==> src/common/periph_params.svh <==
`ifndef PERIPH_PARAMS_SVH
`define PERIPH_PARAMS_SVH

// pin count of the gpio block
`define GPIO_WIDTH 10

// timer counter, prescaler and reload width
`define TIMER_WIDTH 16

// 4 KB slots inside the peripheral window
`define GPIO_SLOT 4'd0
`define TIMER_SLOT 4'd2

// upper half of 0x4000_0000
`define PERIPH_WINDOW 16'h4000

`endif
==> src/common/periph_pkg.sv <==
`include "periph_params.svh"

package periph_pkg;

	// apb data word
	typedef logic [31:0] apb_word_t;

	// one bit per gpio pin
	typedef logic [`GPIO_WIDTH-1:0] gpio_vec_t;

	// the slot mux reads window/slot, the peripherals read the offset
	typedef union packed {
		logic [31:0] raw; // full bus address
		struct packed {
			logic [15:0] window; // 0x4000 for this block
			logic [3:0] slot; // 4 KB peripheral slot
			logic [11:0] offset; // register offset in the slot
		} fld;
	} apb_addr_u;

endpackage

==> src/hw/apb_periph_top.sv <==
`timescale 1ns/1ps

module apb_periph_top
	import periph_pkg::*;
(
	input  logic clk,
	input  logic rst_i,

	// apb slave port, driven by the bridge
	input  apb_addr_u paddr_i,
	input  logic psel_i,
	input  logic penable_i,
	input  logic pwrite_i,
	input  apb_word_t pwdata_i,
	output logic pready_o,
	output apb_word_t prdata_o,
	output logic pslverr_o,

	// gpio pins, pads live outside
	input  gpio_vec_t gpio_i,
	output gpio_vec_t gpio_o,
	output gpio_vec_t gpio_t, // 1 -> input

	output logic irq_o // timer interrupt
);

	logic gpio_sel;
	logic gpio_ready;
	apb_word_t gpio_rdata;
	logic gpio_slverr;

	logic tmr_sel;
	logic tmr_ready;
	apb_word_t tmr_rdata;
	logic tmr_slverr;

	apb_slot_mux apb_slot_mux_u (
		.paddr_i(paddr_i),
		.psel_i(psel_i),
		.penable_i(penable_i),
		.gpio_ready_i(gpio_ready),
		.gpio_rdata_i(gpio_rdata),
		.gpio_slverr_i(gpio_slverr),
		.tmr_ready_i(tmr_ready),
		.tmr_rdata_i(tmr_rdata),
		.tmr_slverr_i(tmr_slverr),
		.gpio_sel_o(gpio_sel),
		.tmr_sel_o(tmr_sel),
		.pready_o(pready_o),
		.prdata_o(prdata_o),
		.pslverr_o(pslverr_o)
	);

	// slot 0
	apb_gpio apb_gpio_u (
		.clk(clk),
		.rst_i(rst_i),
		.offset_i(paddr_i.fld.offset),
		.psel_i(gpio_sel),
		.penable_i(penable_i),
		.pwrite_i(pwrite_i),
		.pwdata_i(pwdata_i),
		.pready_o(gpio_ready),
		.prdata_o(gpio_rdata),
		.pslverr_o(gpio_slverr),
		.gpio_o(gpio_o),
		.gpio_t(gpio_t),
		.gpio_i(gpio_i)
	);

	// slot 2
	apb_timer apb_timer_u (
		.clk(clk),
		.rst_i(rst_i),
		.offset_i(paddr_i.fld.offset),
		.psel_i(tmr_sel),
		.penable_i(penable_i),
		.pwrite_i(pwrite_i),
		.pwdata_i(pwdata_i),
		.pready_o(tmr_ready),
		.prdata_o(tmr_rdata),
		.pslverr_o(tmr_slverr),
		.irq_o(irq_o)
	);

endmodule

==> src/timer/apb_timer.sv <==
`timescale 1ns/1ps
`include "periph_params.svh"

module apb_timer
	import periph_pkg::*;
(
	input  logic clk,
	input  logic rst_i,

	// apb slave, offset view of the address
	input  logic [11:0] offset_i,
	input  logic psel_i,
	input  logic penable_i,
	input  logic pwrite_i,
	input  apb_word_t pwdata_i,
	output logic pready_o,
	output apb_word_t prdata_o,
	output logic pslverr_o,

	output logic irq_o
);

	// register map
	localparam logic [11:0] ofs_ctrl = 12'h000;
	localparam logic [11:0] ofs_psc = 12'h004;
	localparam logic [11:0] ofs_reload = 12'h008;
	localparam logic [11:0] ofs_count = 12'h00c; // read only
	localparam logic [11:0] ofs_status = 12'h010; // w1c

	logic en_r; // ctrl bit0
	logic irq_en_r; // ctrl bit1
	logic flag_r; // sticky status
	logic [`TIMER_WIDTH-1:0] psc_r;
	logic [`TIMER_WIDTH-1:0] reload_r;
	logic [`TIMER_WIDTH-1:0] count_r;
	logic [`TIMER_WIDTH-1:0] psc_cnt;
	apb_word_t rd_val;
	logic acc;
	logic hit;
	logic bad;
	logic wr;
	logic start;
	logic tick;
	logic set_flag;
	logic clr_flag;

	assign acc = psel_i & penable_i;

	always_comb
	begin
		hit = 1'b1;
		rd_val = '0;
		case (offset_i)
			ofs_ctrl: rd_val = {30'd0, irq_en_r, en_r};
			ofs_psc: rd_val = {{(32 - `TIMER_WIDTH){1'b0}}, psc_r};
			ofs_reload: rd_val = {{(32 - `TIMER_WIDTH){1'b0}}, reload_r};
			ofs_count: rd_val = {{(32 - `TIMER_WIDTH){1'b0}}, count_r};
			ofs_status: rd_val = {31'd0, flag_r};
			default: hit = 1'b0;
		endcase
	end

	assign bad = ~hit | (pwrite_i & (offset_i == ofs_count));

	assign pready_o = acc;
	assign pslverr_o = acc & bad;
	assign prdata_o = bad ? '0 : rd_val;

	// legal write, lands on the edge ending the access
	assign wr = acc & pwrite_i & ~bad;

	assign start = wr & (offset_i == ofs_ctrl) & pwdata_i[0];
	assign tick = en_r & (psc_cnt == psc_r); // every psc+1 cycles
	assign set_flag = tick & (count_r == '0);
	assign clr_flag = wr & (offset_i == ofs_status) & pwdata_i[0];

	// config registers
	always_ff @(posedge clk)
	begin
		if (rst_i)
		begin
			en_r <= 1'b0;
			irq_en_r <= 1'b0;
			psc_r <= '0;
			reload_r <= '0;
		end
		else if (wr)
		begin
			case (offset_i)
				ofs_ctrl:
				begin
					en_r <= pwdata_i[0];
					irq_en_r <= pwdata_i[1];
				end
				ofs_psc: psc_r <= pwdata_i[`TIMER_WIDTH-1:0];
				ofs_reload: reload_r <= pwdata_i[`TIMER_WIDTH-1:0];
				default: ;
			endcase
		end
	end

	// prescaler and down-counter
	always_ff @(posedge clk)
	begin
		if (rst_i)
		begin
			psc_cnt <= '0;
			count_r <= '0;
		end
		else if (start)
		begin
			psc_cnt <= '0;
			count_r <= reload_r; // restart from reload
		end
		else if (tick)
		begin
			psc_cnt <= '0;
			count_r <= (count_r == '0) ? reload_r : count_r - 1'b1;
		end
		else if (en_r)
		begin
			psc_cnt <= psc_cnt + 1'b1;
		end
	end

	// set beats clear
	always_ff @(posedge clk)
	begin
		if (rst_i)
		begin
			flag_r <= 1'b0;
		end
		else if (set_flag)
		begin
			flag_r <= 1'b1;
		end
		else if (clr_flag)
		begin
			flag_r <= 1'b0;
		end
	end

	assign irq_o = flag_r & irq_en_r; // level, held until cleared

endmodule

==> src/gpio/apb_gpio.sv <==
`timescale 1ns/1ps
`include "periph_params.svh"

module apb_gpio
	import periph_pkg::*;
(
	input  logic clk,
	input  logic rst_i,

	// apb slave, offset view of the address
	input  logic [11:0] offset_i,
	input  logic psel_i,
	input  logic penable_i,
	input  logic pwrite_i,
	input  apb_word_t pwdata_i,
	output logic pready_o,
	output apb_word_t prdata_o,
	output logic pslverr_o,

	// pin side
	output gpio_vec_t gpio_o,
	output gpio_vec_t gpio_t, // 1 -> input
	input  gpio_vec_t gpio_i
);

	// register map
	localparam logic [11:0] ofs_out = 12'h000;
	localparam logic [11:0] ofs_dir = 12'h004;
	localparam logic [11:0] ofs_in = 12'h008; // read only

	gpio_vec_t out_r;
	gpio_vec_t dir_r;
	gpio_vec_t in_meta;
	gpio_vec_t in_sync;
	gpio_vec_t rd_val;
	logic acc;
	logic hit;
	logic bad;

	assign acc = psel_i & penable_i;

	// read mux
	always_comb
	begin
		hit = 1'b1;
		rd_val = '0;
		case (offset_i)
			ofs_out: rd_val = out_r;
			ofs_dir: rd_val = dir_r;
			ofs_in: rd_val = in_sync;
			default: hit = 1'b0;
		endcase
	end

	// unknown offset or a write to IN
	assign bad = ~hit | (pwrite_i & (offset_i == ofs_in));

	// zero wait state
	assign pready_o = acc;
	assign pslverr_o = acc & bad;
	assign prdata_o = bad ? '0 : {{(32 - `GPIO_WIDTH){1'b0}}, rd_val};

	always_ff @(posedge clk)
	begin
		if (rst_i)
		begin
			out_r <= '0;
			dir_r <= '1; // all pins start as inputs
		end
		else if (acc & pwrite_i)
		begin
			if (offset_i == ofs_out)
			begin
				out_r <= pwdata_i[`GPIO_WIDTH-1:0];
			end
			if (offset_i == ofs_dir)
			begin
				dir_r <= pwdata_i[`GPIO_WIDTH-1:0];
			end
		end
	end

	// two-flop synchronizer on the pins
	always_ff @(posedge clk)
	begin
		in_meta <= gpio_i;
		in_sync <= in_meta;
	end

	assign gpio_o = out_r;
	assign gpio_t = dir_r;

endmodule

==> src/hw/apb_slot_mux.sv <==
`timescale 1ns/1ps
`include "periph_params.svh"

module apb_slot_mux
	import periph_pkg::*;
(
	// master side request
	input  apb_addr_u paddr_i,
	input  logic psel_i,
	input  logic penable_i,

	// gpio results
	input  logic gpio_ready_i,
	input  apb_word_t gpio_rdata_i,
	input  logic gpio_slverr_i,

	// timer results
	input  logic tmr_ready_i,
	input  apb_word_t tmr_rdata_i,
	input  logic tmr_slverr_i,

	// per-slot selects
	output logic gpio_sel_o,
	output logic tmr_sel_o,

	// combined response to the master
	output logic pready_o,
	output apb_word_t prdata_o,
	output logic pslverr_o
);

	logic win_hit;
	logic gpio_hit;
	logic tmr_hit;
	logic acc;

	assign win_hit = (paddr_i.fld.window == `PERIPH_WINDOW);

	// slot 1 (i2c) has nothing fitted, so it falls through as unmapped
	assign gpio_hit = win_hit & (paddr_i.fld.slot == `GPIO_SLOT);
	assign tmr_hit = win_hit & (paddr_i.fld.slot == `TIMER_SLOT);

	assign gpio_sel_o = psel_i & gpio_hit;
	assign tmr_sel_o = psel_i & tmr_hit;

	assign acc = psel_i & penable_i; // access phase

	always_comb
	begin
		if (gpio_sel_o)
		begin
			pready_o = gpio_ready_i;
			prdata_o = gpio_rdata_i;
			pslverr_o = gpio_slverr_i;
		end
		else if (tmr_sel_o)
		begin
			pready_o = tmr_ready_i;
			prdata_o = tmr_rdata_i;
			pslverr_o = tmr_slverr_i;
		end
		else
		begin
			// unmapped, finish at once with an error
			pready_o = acc;
			prdata_o = '0;
			pslverr_o = acc;
		end
	end

endmodule

==> config.mk <==
export PLATFORM = sky130hd
export DESIGN_NAME = apb_periph_top
export DESIGN_NICKNAME = d
export VERILOG_FILES = /design/src/common/periph_pkg.sv /design/src/hw/apb_periph_top.sv /design/src/timer/apb_timer.sv /design/src/gpio/apb_gpio.sv /design/src/hw/apb_slot_mux.sv
export VERILOG_INCLUDE_DIRS = /design/src /design/src/common
export SDC_FILE = /design/constraint.sdc
export NUM_CORES = 1
export LEC_CHECK = 0
export ABC_AREA = 1
export BUFFER_PORTS_ARGS = -buffer_cell sky130_fd_sc_hd__buf_2
export CAP_MARGIN = 40
export CORE_AREA = 2 2 127 129
export CTS_CLUSTER_DIAMETER = 150
export DETAILED_ROUTE_END_ITERATION = 8
export DIE_AREA = 0 0 129 131
export GPL_TIMING_DRIVEN = 0
export PLACE_DENSITY = 0.63
export SETUP_SLACK_MARGIN = 0.02
export SLEW_MARGIN = 0
export SYNTH_ARGS = -nofsm -noshare
export SYNTH_HDL_FRONTEND = slang
export SYNTH_SLANG_ARGS = --single-unit
==> constraint.sdc <==
create_clock -name clk -period 1.9 [get_ports clk]
set_input_delay 0.19 -clock clk [delete_from_list [all_inputs] [get_ports clk]]
set_output_delay 0.19 -clock clk [all_outputs]
set_load 0.1 [all_outputs]
# == After elaboration in Yosys (flattened, before gate mapping) ==
# Index checks and enable logic that the tools add are counted.
# word_totals
regBits,107
in_bits,79
output_inout_bits,55
wordCells,76
# op_classes
add_sub_neg,2
n_eq_ne,7
muxes,17
bitwise,26
n_reduce_logical,13
# ops
cell,count
16-bit one-hot mux with 5 select lines,1
16-bit two-way mux,4
32-bit two-way mux,2
10-bit one-hot mux with 3 select lines,1
12-bit by 4-bit equality test with 1-bit output (second input constant),2
1-bit bitwise AND,21
16-bit by 1-bit adder with 16-bit output (second input constant),1
16-bit by 15-bit equality test with 1-bit output (second input constant),1
16-bit equality test,1
16-bit logical NOT,1
16-bit by 1-bit subtractor with 16-bit output (second input constant),1
12-bit by 3-bit equality test with 1-bit output (second input constant),1
12-bit by 5-bit equality test with 1-bit output (second input constant),1
12-bit logical NOT,1
10-bit two-way mux,1
2-bit AND reduction,5
1-bit two-way mux,8
3-bit OR reduction,2
5-bit OR reduction,1
4-bit by 2-bit equality test with 1-bit output (second input constant),1
4-bit logical NOT,1
2-bit nonzero test,2
1-bit inverter,3
1-bit bitwise OR,2

# == Depth between registers and ports, before layout ==
# Gate-level depths: netlist (run 1).
# depth
word_depth,11
ltp_mapped,14
ltp_nobuf,13

# == By module ==
# Synthesis (run 1) repeated with hierarchy kept, for this count alone.
# unflattened
hier_cells,1174
area_unflattened_um2,7041.8
# modules_own_cells
mod,instances,cells_per_inst,area_each_um2,seq_area_each_um2
apb_timer,1,768,4589.4,1341.3
apb_gpio,1,241,1734.2,800.8
apb_slot_mux,1,165,718.2,0.0

# == Worst setup path before layout (run 1) ==
# No wires, ideal clock.
# synth_timing
path_type,input to output
from,input port paddr_i[11] in the netlist's numbering
to,output port prdata_o[12]
arrival_ps,2409
required_time_ps,1710
path_slack_ps,-699
stages,8
path_cell_list,nor2_1 nand2_2 nor2_8 nand4_2 clkbuf_1 o22ai_1 a21oi_1 nor2_1
# synth_via
elab_chain_cells,8
# synth_rtl
element,line,rtl
"start, declared",apb_periph_top.sv:10,"input apb_addr_u paddr_i,"
"12-bit by 3-bit equality test with 1-bit output, or another cell as far along",apb_timer.sv:53,case (offset_i)
5-bit OR reduction (no source line),n/a,
1-bit two-way mux,apb_timer.sv:53,
1-bit inverter,apb_timer.sv:63,assign bad = ~hit | (pwrite_i & (offset_i == ofs_count));
1-bit bitwise OR,apb_timer.sv:63,
16-bit two-way mux (*),apb_timer.sv:67,assign prdata_o = bad ? '0 : rd_val;
32-bit two-way mux (*),apb_slot_mux.sv:56,else if (tmr_sel_o)
32-bit two-way mux (*),apb_slot_mux.sv:50,if (gpio_sel_o)
"end, declared",apb_periph_top.sv:16,"output apb_word_t prdata_o,"
# Every way passes the cells marked *; elsewhere a longest branch is shown, timed or not.

# == Worst setup path after layout (run 1) ==
# layout_timing
from,input port paddr_i[9] in the netlist's numbering
to,output port prdata_o[5]
# layout_via
elab_chain_cells,8
# layout_rtl
element,line
"12-bit by 3-bit equality test with 1-bit output, or another cell as far along","apb_timer.sv:53, apb_gpio.sv:47"
5-bit OR reduction (no source line),n/a
1-bit two-way mux,apb_timer.sv:53
1-bit inverter,apb_timer.sv:63
1-bit bitwise OR,apb_timer.sv:63
16-bit two-way mux,apb_timer.sv:67
32-bit two-way mux,apb_slot_mux.sv:56
32-bit two-way mux (*),apb_slot_mux.sv:50
# Marked as above.

==> results of run 1 <==
per-layer routing:
layer,global-route usage (%),part of all wire (%),vias up
met5,0,0,-
met4,8.504,3.1,0
met1,28.71,44,2856
met2,37.85,48,217
li1,-,-,3165
met3,2.972,5.3,38
state kept, by name (all words and copies together) (netlist names):
name,count
apb_gpio_u.gpio_o,10
apb_gpio_u.gpio_t,10
apb_gpio_u.in_meta,10
apb_gpio_u.in_sync,10
apb_timer_u.count_r,16
apb_timer_u.en_r,1
apb_timer_u.flag_r,1
apb_timer_u.irq_en_r,1
apb_timer_u.psc_cnt,16
apb_timer_u.psc_r,16
apb_timer_u.reload_r,16
power groups by stage:
stage               combinational (uW)  clock [uW]  sequential, uW
detailed placement                 385           0            2320
global route                       465        1970            2270
floorplan                          264           0            2320
finish                             438        1870            2270
CTS                                410        1900            2270
global placement                   383           0            2320
final cells by class:
class | count | area share [%]
Buffer | 46 | 3.940
Clock buffer | 10 | 2.963
Clock inverter | 6 | 0.6826
Inverter | 105 | 5.042
Multi-Input combinational cell | 640 | 43.72
Sequential cell | 107 | 26.78
Tap cell | 216 | 3.351
Timing Repair Buffer | 132 | 13.39
Timing Repair inverter | 1 | 0.1396
cells by family after synthesis:
family / after synthesis / synth area share (%)
XOR/XNOR: 19 / 2.858
flip-flops: 107 / 36.79
other: 1 / 0.06441
adder cells (fa/ha/maj): 3 / 0.6448
buffers and inverters: 152 / 11.61
AND/OR/NAND/NOR: 441 / 33.18
AO/OA/AOI/OAI: 159 / 14.85
synth_stat cells (2+ instances only):
| cell | number | share of area, % |
|---|---|---|
| o22ai_1 | 17 | 1.8 |
| nand3_1 | 46 | 4.0 |
| o21ai_0 | 27 | 2.3 |
| nor3_1 | 11 | 0.95 |
| buf_4 | 21 | 2.7 |
| clkbuf_1 | 10 | 0.64 |
| nand4_2 | 2 | 0.43 |
| ha_1 | 3 | 0.64 |
| nor2_2 | 6 | 0.64 |
| xnor2_1 | 9 | 1.4 |
| o211ai_1 | 10 | 1.3 |
| inv_1 | 94 | 6.1 |
| nand2_1 | 193 | 12 |
| nor4_2 | 2 | 0.43 |
| dfxtp_1 | 107 | 37 |
| xor2_1 | 10 | 1.5 |
| nor2_1 | 135 | 8.7 |
| inv_2 | 10 | 0.64 |
| o21ai_1 | 41 | 3.5 |
| o2111ai_1 | 2 | 0.30 |
| buf_2 | 15 | 1.3 |
| a21oi_1 | 58 | 5.0 |
| nand4_1 | 27 | 2.9 |
| nand2_2 | 6 | 0.64 |
| nand3_2 | 4 | 0.69 |
| or2_0 | 2 | 0.21 |
cell usage in the layout (no fill, tap or decap), types with 3 or more instances in the layout:
cell / Yosys / routed
nand2_1: 193 / 169
dfxtp_1: 107 / 93
o21ai_0: 27 / 19
o21ai_2: 0 / 3
xor2_1: 10 / 10
buf_6: 1 / 13
nor2_1: 135 / 115
clkbuf_16: 0 / 10
o22ai_1: 17 / 11
buf_4: 21 / 38
nor2_2: 6 / 11
inv_1: 94 / 88
clkbuf_1: 10 / 8
nor3_1: 11 / 10
inv_2: 10 / 12
inv_4: 0 / 3
o21ai_1: 41 / 42
a21oi_1: 58 / 56
nand3_1: 46 / 45
xnor2_1: 9 / 9
buf_8: 0 / 3
o21ai_4: 0 / 4
nand2_2: 6 / 17
conb_1: 1 / 16
dlygate4sd3_1: 0 / 10
buf_2: 15 / 89
nor2_4: 1 / 18
nand4_1: 27 / 27
nand2_4: 1 / 14
buf_12: 0 / 16
o22ai_2: 0 / 6
nand3_2: 4 / 5
o211ai_1: 10 / 10
inv_8: 0 / 3
dfxtp_2: 0 / 14
path summary, 6_finish.rpt:
| kind | startpoint | to | cells past startpoint |
|---|---|---|---|
| max | paddr_i[9] | prdata_o[5] | 10 |
| max reg2reg | apb_timer_u.count_r[1] | apb_timer_u.count_r[4] | 12 |
| min reg2reg | apb_gpio_u.in_meta[5] | apb_gpio_u.in_sync[5] | 0 |
| min | pwdata_i[13] | apb_timer_u.psc_r[13] | 3 |
worst register-to-register path, delay by kind of cell (launching register included):
kind | cells | cell delay [ps]
compound gates | 1 | 80
fa+ha+maj | 1 | 170
buf+inv | 4 | 440
flops | 1 | 400
simple gates | 6 | 570
what timing repair did:
item / 4_1_cts / 5_1_grt
setup endpoints to repair: 24 / 46
hold buffers: 10 / 0
buffers inserted: 8 / 12
pin swaps: 12 / 17
cloned: 2 / 2
resized for setup: 125 / 75
endpoints found under the hold margin: 10 / 0
per-stage QoR:
stage / cells / worst slack [ps] / power (uW) / setup TNS, ps
6_report: 1263 / 24.65 / 4574 / 0
5_1_grt: 1263 / -27.84 / 4703 / -214.2
4_1_cts: 1249 / -20.32 / 4582 / -55.83
3_5_place_dp: 1214 / -775.0 / 2706 / -11250
3_3_place_gp: 1214 / -807.5 / 2702 / -11350
2_1_floorplan: 897 / -240.9 / 2583 / -1344
==> metrics, run 1 <==
Critical Path RT 1710 ps; Synth Register Bits 107; # DRC 0; full die area 16900 um2; crit path kind primary input to primary output; multi-input logic area 3526 um2; R2R setup slack 160 ps; number of port buffers 101; CTS Buffer Depth 2; maximum vdd drop 501.2 uV; critical-path cell list buf_6 -> nor2_4 -> nand2_4 -> nor2_8 -> nand4_4 -> buf_8 -> o22ai_1 -> o21ai_2 -> nand2_4 -> buf_12; largest net degree at the start of global routing 20; Die Wd 129 um; combinational share of power 9.6%; CTS clk-pin slew, worst paths 80 ps; Clock Latency Late Sink 360 ps; yosys synthesis warning count 0; CORE AREA 15600 um2; Setup violations, final 0; crit path capture type primary output; Fin. Hold Viols 0; Most used DFF post-synth dfxtp_1; CP Launch Type primary input; WL/cell 15.03 um; RD Place Congestion 0.8623; Post-synth ARST share 0%; Initial DRC Count 351; Tightest Hold Check Type primary input to register; Clk pwr share 40.9%; P per Cell Area 567.2 nW/um2; RSZ-0062 raised after global routing true; Die Ht 131 um; grt ovf 0; sequential share of power 49.6%; Period minus WS final 1875 ps; sequential cell area 2160 um2; clk root buf clkbuf_16; most frequent CP cell nand2_4; Max Clock Skew 8.860 ps; static leakage 0.003440 uW; Initial Utilization 37.33%; via count 6276; Detailed Routing Iterations Pass 1 6; Synth Instances 882; syn avg cell area 6.601 um2; Slew HR 53.16%; total track usage 22.20%; WP buf/inv 3; layout cells sized above 1 28.56%; via/cell ratio 4.969; IO Pins 134; area grow syn2layout 38.53%; Final period util 98.70%; initial antenna violation count 0; clock sink count 107; Worst Tran Pin Value 702.6 ps; H-tree depth 3; hold_ws 126.9 ps; CTS tree done; critical path's slowest cell o22ai_1; DP Area 6746 um2; fmax 533.2 MHz; Num CTS Buffers 9; Fill cells 1569; post-synthesis cell area 5822 um2; delay-heaviest family, CP simple AND/OR/NAND/NOR gates; post-synthesis sequential area ratio 36.79%; vias in the first global route 5704; Distinct cells, synth 40; Max Transition Viols Final 0; global-route wire length before repair 29210 um; max-cap viol count 0; status completed; final wirelength 18980 um; Core Util, Final 51.71%; Post-synth EDFFs 0; CP max FO 10; Antenna Cells 0; internal power 3342 uW; post-DP HPWL 14080 um; Post-DRT Antenna Nets 0; Rows 46; Switching Share 26.94%; Worst path max stage delay 250 ps; design area 8065 um2; Nets 1124; CP Data Arrival Time 1690 ps; Switching Power 1232 uW
Power figures use the tool's default switching activity.
==> run 2: changes to the inputs <==
Settings changed: CORE_AREA 2 2 127 129 to 2 2 124 126, DIE_AREA 0 0 129 131 to 0 0 126 128, PLACE_DENSITY 0.63 to 0.65.
==> run 2 against run 1 <==
The run now ends with setup timing left. Critical path depth up 3. Final area rose by 0.36%. Power decreased by 0.24%. Hold slack lost 7.7 ps. Global-route usage up 1.4 points. Sequential power is essentially flat. Via count rose by 1.6%. Combinational power increased by 4%. Register-to-register slack worse by 40 ps. Die area down 4.6%. Routed wire length is 3.9% higher. First-iteration DRC count rose by 25%. Highest routed layer unchanged.
==> metrics, run 2 (same netlist as run 1, synthesis figures left out) <==
Antenna Cells 0 (unchanged); Switching Power 1229 uW (-0.27%); vias in the first global route 6007 (+5.3%); fmax 504.3 MHz (-5.4%); Worst path max stage delay 210 ps (-40 ps); crit path kind primary input to primary output; initial antenna violation count 0 (unchanged); Die Ht 128 um (-2.3%); via count 6376 (+1.6%); Initial Utilization 39.17% (+1.8 points); Post-DRT Antenna Nets 0 (unchanged); sequential share of power 49.6% (about the same); CP Launch Type primary input; # DRC 0 (unchanged); delay-heaviest family, CP simple AND/OR/NAND/NOR gates; failing checks setup timing; Worst Tran Pin Value 668.9 ps (-33.64 ps); P per Cell Area 563.8 nW/um2 (-0.60%); internal power 3334 uW (-0.23%); static leakage 0.003498 uW (+1.7%); Max Clock Skew 7.036 ps (-1.824 ps); IO Pins 134 (unchanged); Clock Latency Late Sink 360 ps (about the same); CP Data Arrival Time 1790 ps (+100 ps); Nets 1135 (+0.98%); H-tree depth 3 (unchanged); combinational share of power 10.0% (+0.4 points); Setup violations, final 11 (+11); met2 Usage GRT 40.32% (+2.5 points); critical-path cell list buf_6 -> nor2_4 -> nand2_4 -> buf_4 -> nor2_4 -> nand4_1 -> buf_4 -> inv_4 -> nand2_1 -> o221ai_2 -> nand2_2 -> nand2_4 -> buf_12; CTS tree done; total track usage 23.58% (+1.4 points); max-cap viol count 0 (unchanged); clock sink count 107 (unchanged); number of port buffers 101 (unchanged); Period minus WS final 1983 ps (+107.4 ps); Die Wd 126 um (-2.3%); PnR worst setup slack -82.76 ps (-107.4 ps); CP max FO 6 (-4); RSZ-0062 raised after global routing true; Initial DRC Count 437 (+25%); full die area 16130 um2 (-4.6%); critical path's slowest cell nor2_4; global-route wire length before repair 30300 um (+3.7%); Fin. Hold Viols 0 (unchanged); Final Power 4563 uW (-0.24%); grt ovf 0 (unchanged); busiest layer in global routing met2; CTS Buffer Depth 2 (unchanged); CTS clk-pin slew, worst paths 80 ps (about the same); clk root buf clkbuf_16; Slew HR 55.40% (+2.2 points); hold_ws 119.3 ps (-7.652 ps); Max Transition Viols Final 0 (unchanged); Tightest Hold Check Type primary input to register; RD Place Congestion 0.8746 (+1.4%); WP buf/inv 5 (+2); Num CTS Buffers 9 (unchanged); final wirelength 19730 um (+3.9%); WL/cell 15.83 um (+5.3%); post-DP HPWL 13980 um (-0.72%); status complete, but fails checks; Switching Share 26.93% (about the same); Critical Path RT 1710 ps (about the same); Detailed Routing Iterations Pass 1 5 (-1); most frequent cells in the layout nand2_1 (176), nor2_1 (113), dfxtp_1 (91); most common cell after layout, fill and taps aside nand2_1; via/cell ratio 5.117 (+3.0%); maximum vdd drop 499.7 uV (-0.32%); largest net degree at the start of global routing 19 (-5.0%); Final period util 104.4% (+5.7 points); crit path capture type primary output; met3 Use GR 4.048% (+1.1 points); routing usage on met1 29.15% (+0.44 points); Rows 45 (-2.2%); R2R setup slack 120 ps (-40 ps); layout cells sized above 1 29.30% (+0.74 points); CORE AREA 14860 um2 (-4.7%); Clk pwr share 40.4% (-0.5 points); area grow syn2layout 39.03%
## run 2: cell count changes in the layout (fill, tap and decap cells not counted), sizes merged
| cell | previous run | this run |
|---|---|---|
| clkinvlp | 2 | 3 |
| clkbuf | 19 | 20 |
| buf | 159 | 169 |
| clkinv | 2 | 3 |
| inv | 108 | 106 |
## run 2: tightest hold or removal path, delay by kind of cell
kind / cells / cell delay (ps)
AO/OA/AOI/OAI: 2 / 160
buffers and inverters: 1 / 90
## run 2: layout make-up
| class | count | area [um2] |
|---|---|---|
| clock buffer | 10 | 239.0 |
| clock inverter | 6 | 46.29 |
| timing repair buffer | 143 | 1180 |
| buffer | 46 | 320.3 |
| timing repair inverter | 1 | 7.507 |
| inverter | 105 | 409.1 |
| fill | 1449 | 6770 |
| sequential | 107 | 2165 |
| tap | 188 | 235.2 |
| multi-input combinational | 640 | 3492 |
## run 2: path summary, 6_finish.rpt
| kind | startpoint | endpoint | cells past startpoint |
|---|---|---|---|
| min | pwdata_i[11] | apb_timer_u.psc_r[11] | 3 |
| max reg2reg | apb_timer_u.count_r[0] | apb_timer_u.count_r[11] | 14 |
| min reg2reg | apb_gpio_u.in_meta[2] | apb_gpio_u.in_sync[2] | 0 |
| max | paddr_i[11] | prdata_o[9] | 13 |
## run 2: per-layer routing
layer	routed length [um]	up-vias	share of wire, %
li1	-	3171	-
met2	9601	243	49
met4	614	0	3.1
met5	0	-	0
met3	1101	37	5.6
met1	8409	2925	43
## run 2: per-stage QoR
stage / util, % / setup slack, ps / setup TNS (ps) / std cells / area (um2)
finish: 54.45 / -82.76 / -416.7 / 1246 / 8094
CTS: 51.62 / -63.80 / -299.1 / 1233 / 7672
global placement: 45.15 / -797.4 / -10970 / 1186 / 6711
detailed placement: 45.15 / -720.1 / -10000 / 1186 / 6711
global route: 54.45 / -150.3 / -1383 / 1246 / 8094
floorplan: - / -240.9 / -1344 / 897 / 5971
## run 2: what timing repair did
action	CTS	global route
setup endpoints to repair	23	45
hold buffers	10	0
cloned	2	2
pin swaps	19	24
buffers inserted	20	14
endpoints found under the hold margin	10	0
gates resized for setup	113	77
## run 2: power groups by stage
stage	clock network (uW)	registers, uW	logic (uW)
after global routing	1950	2270	478
after global placement	0	2320	384
after detailed placement	0	2320	386
final	1840	2270	455
after CTS	1860	2270	425
after floorplan	0	2320	264
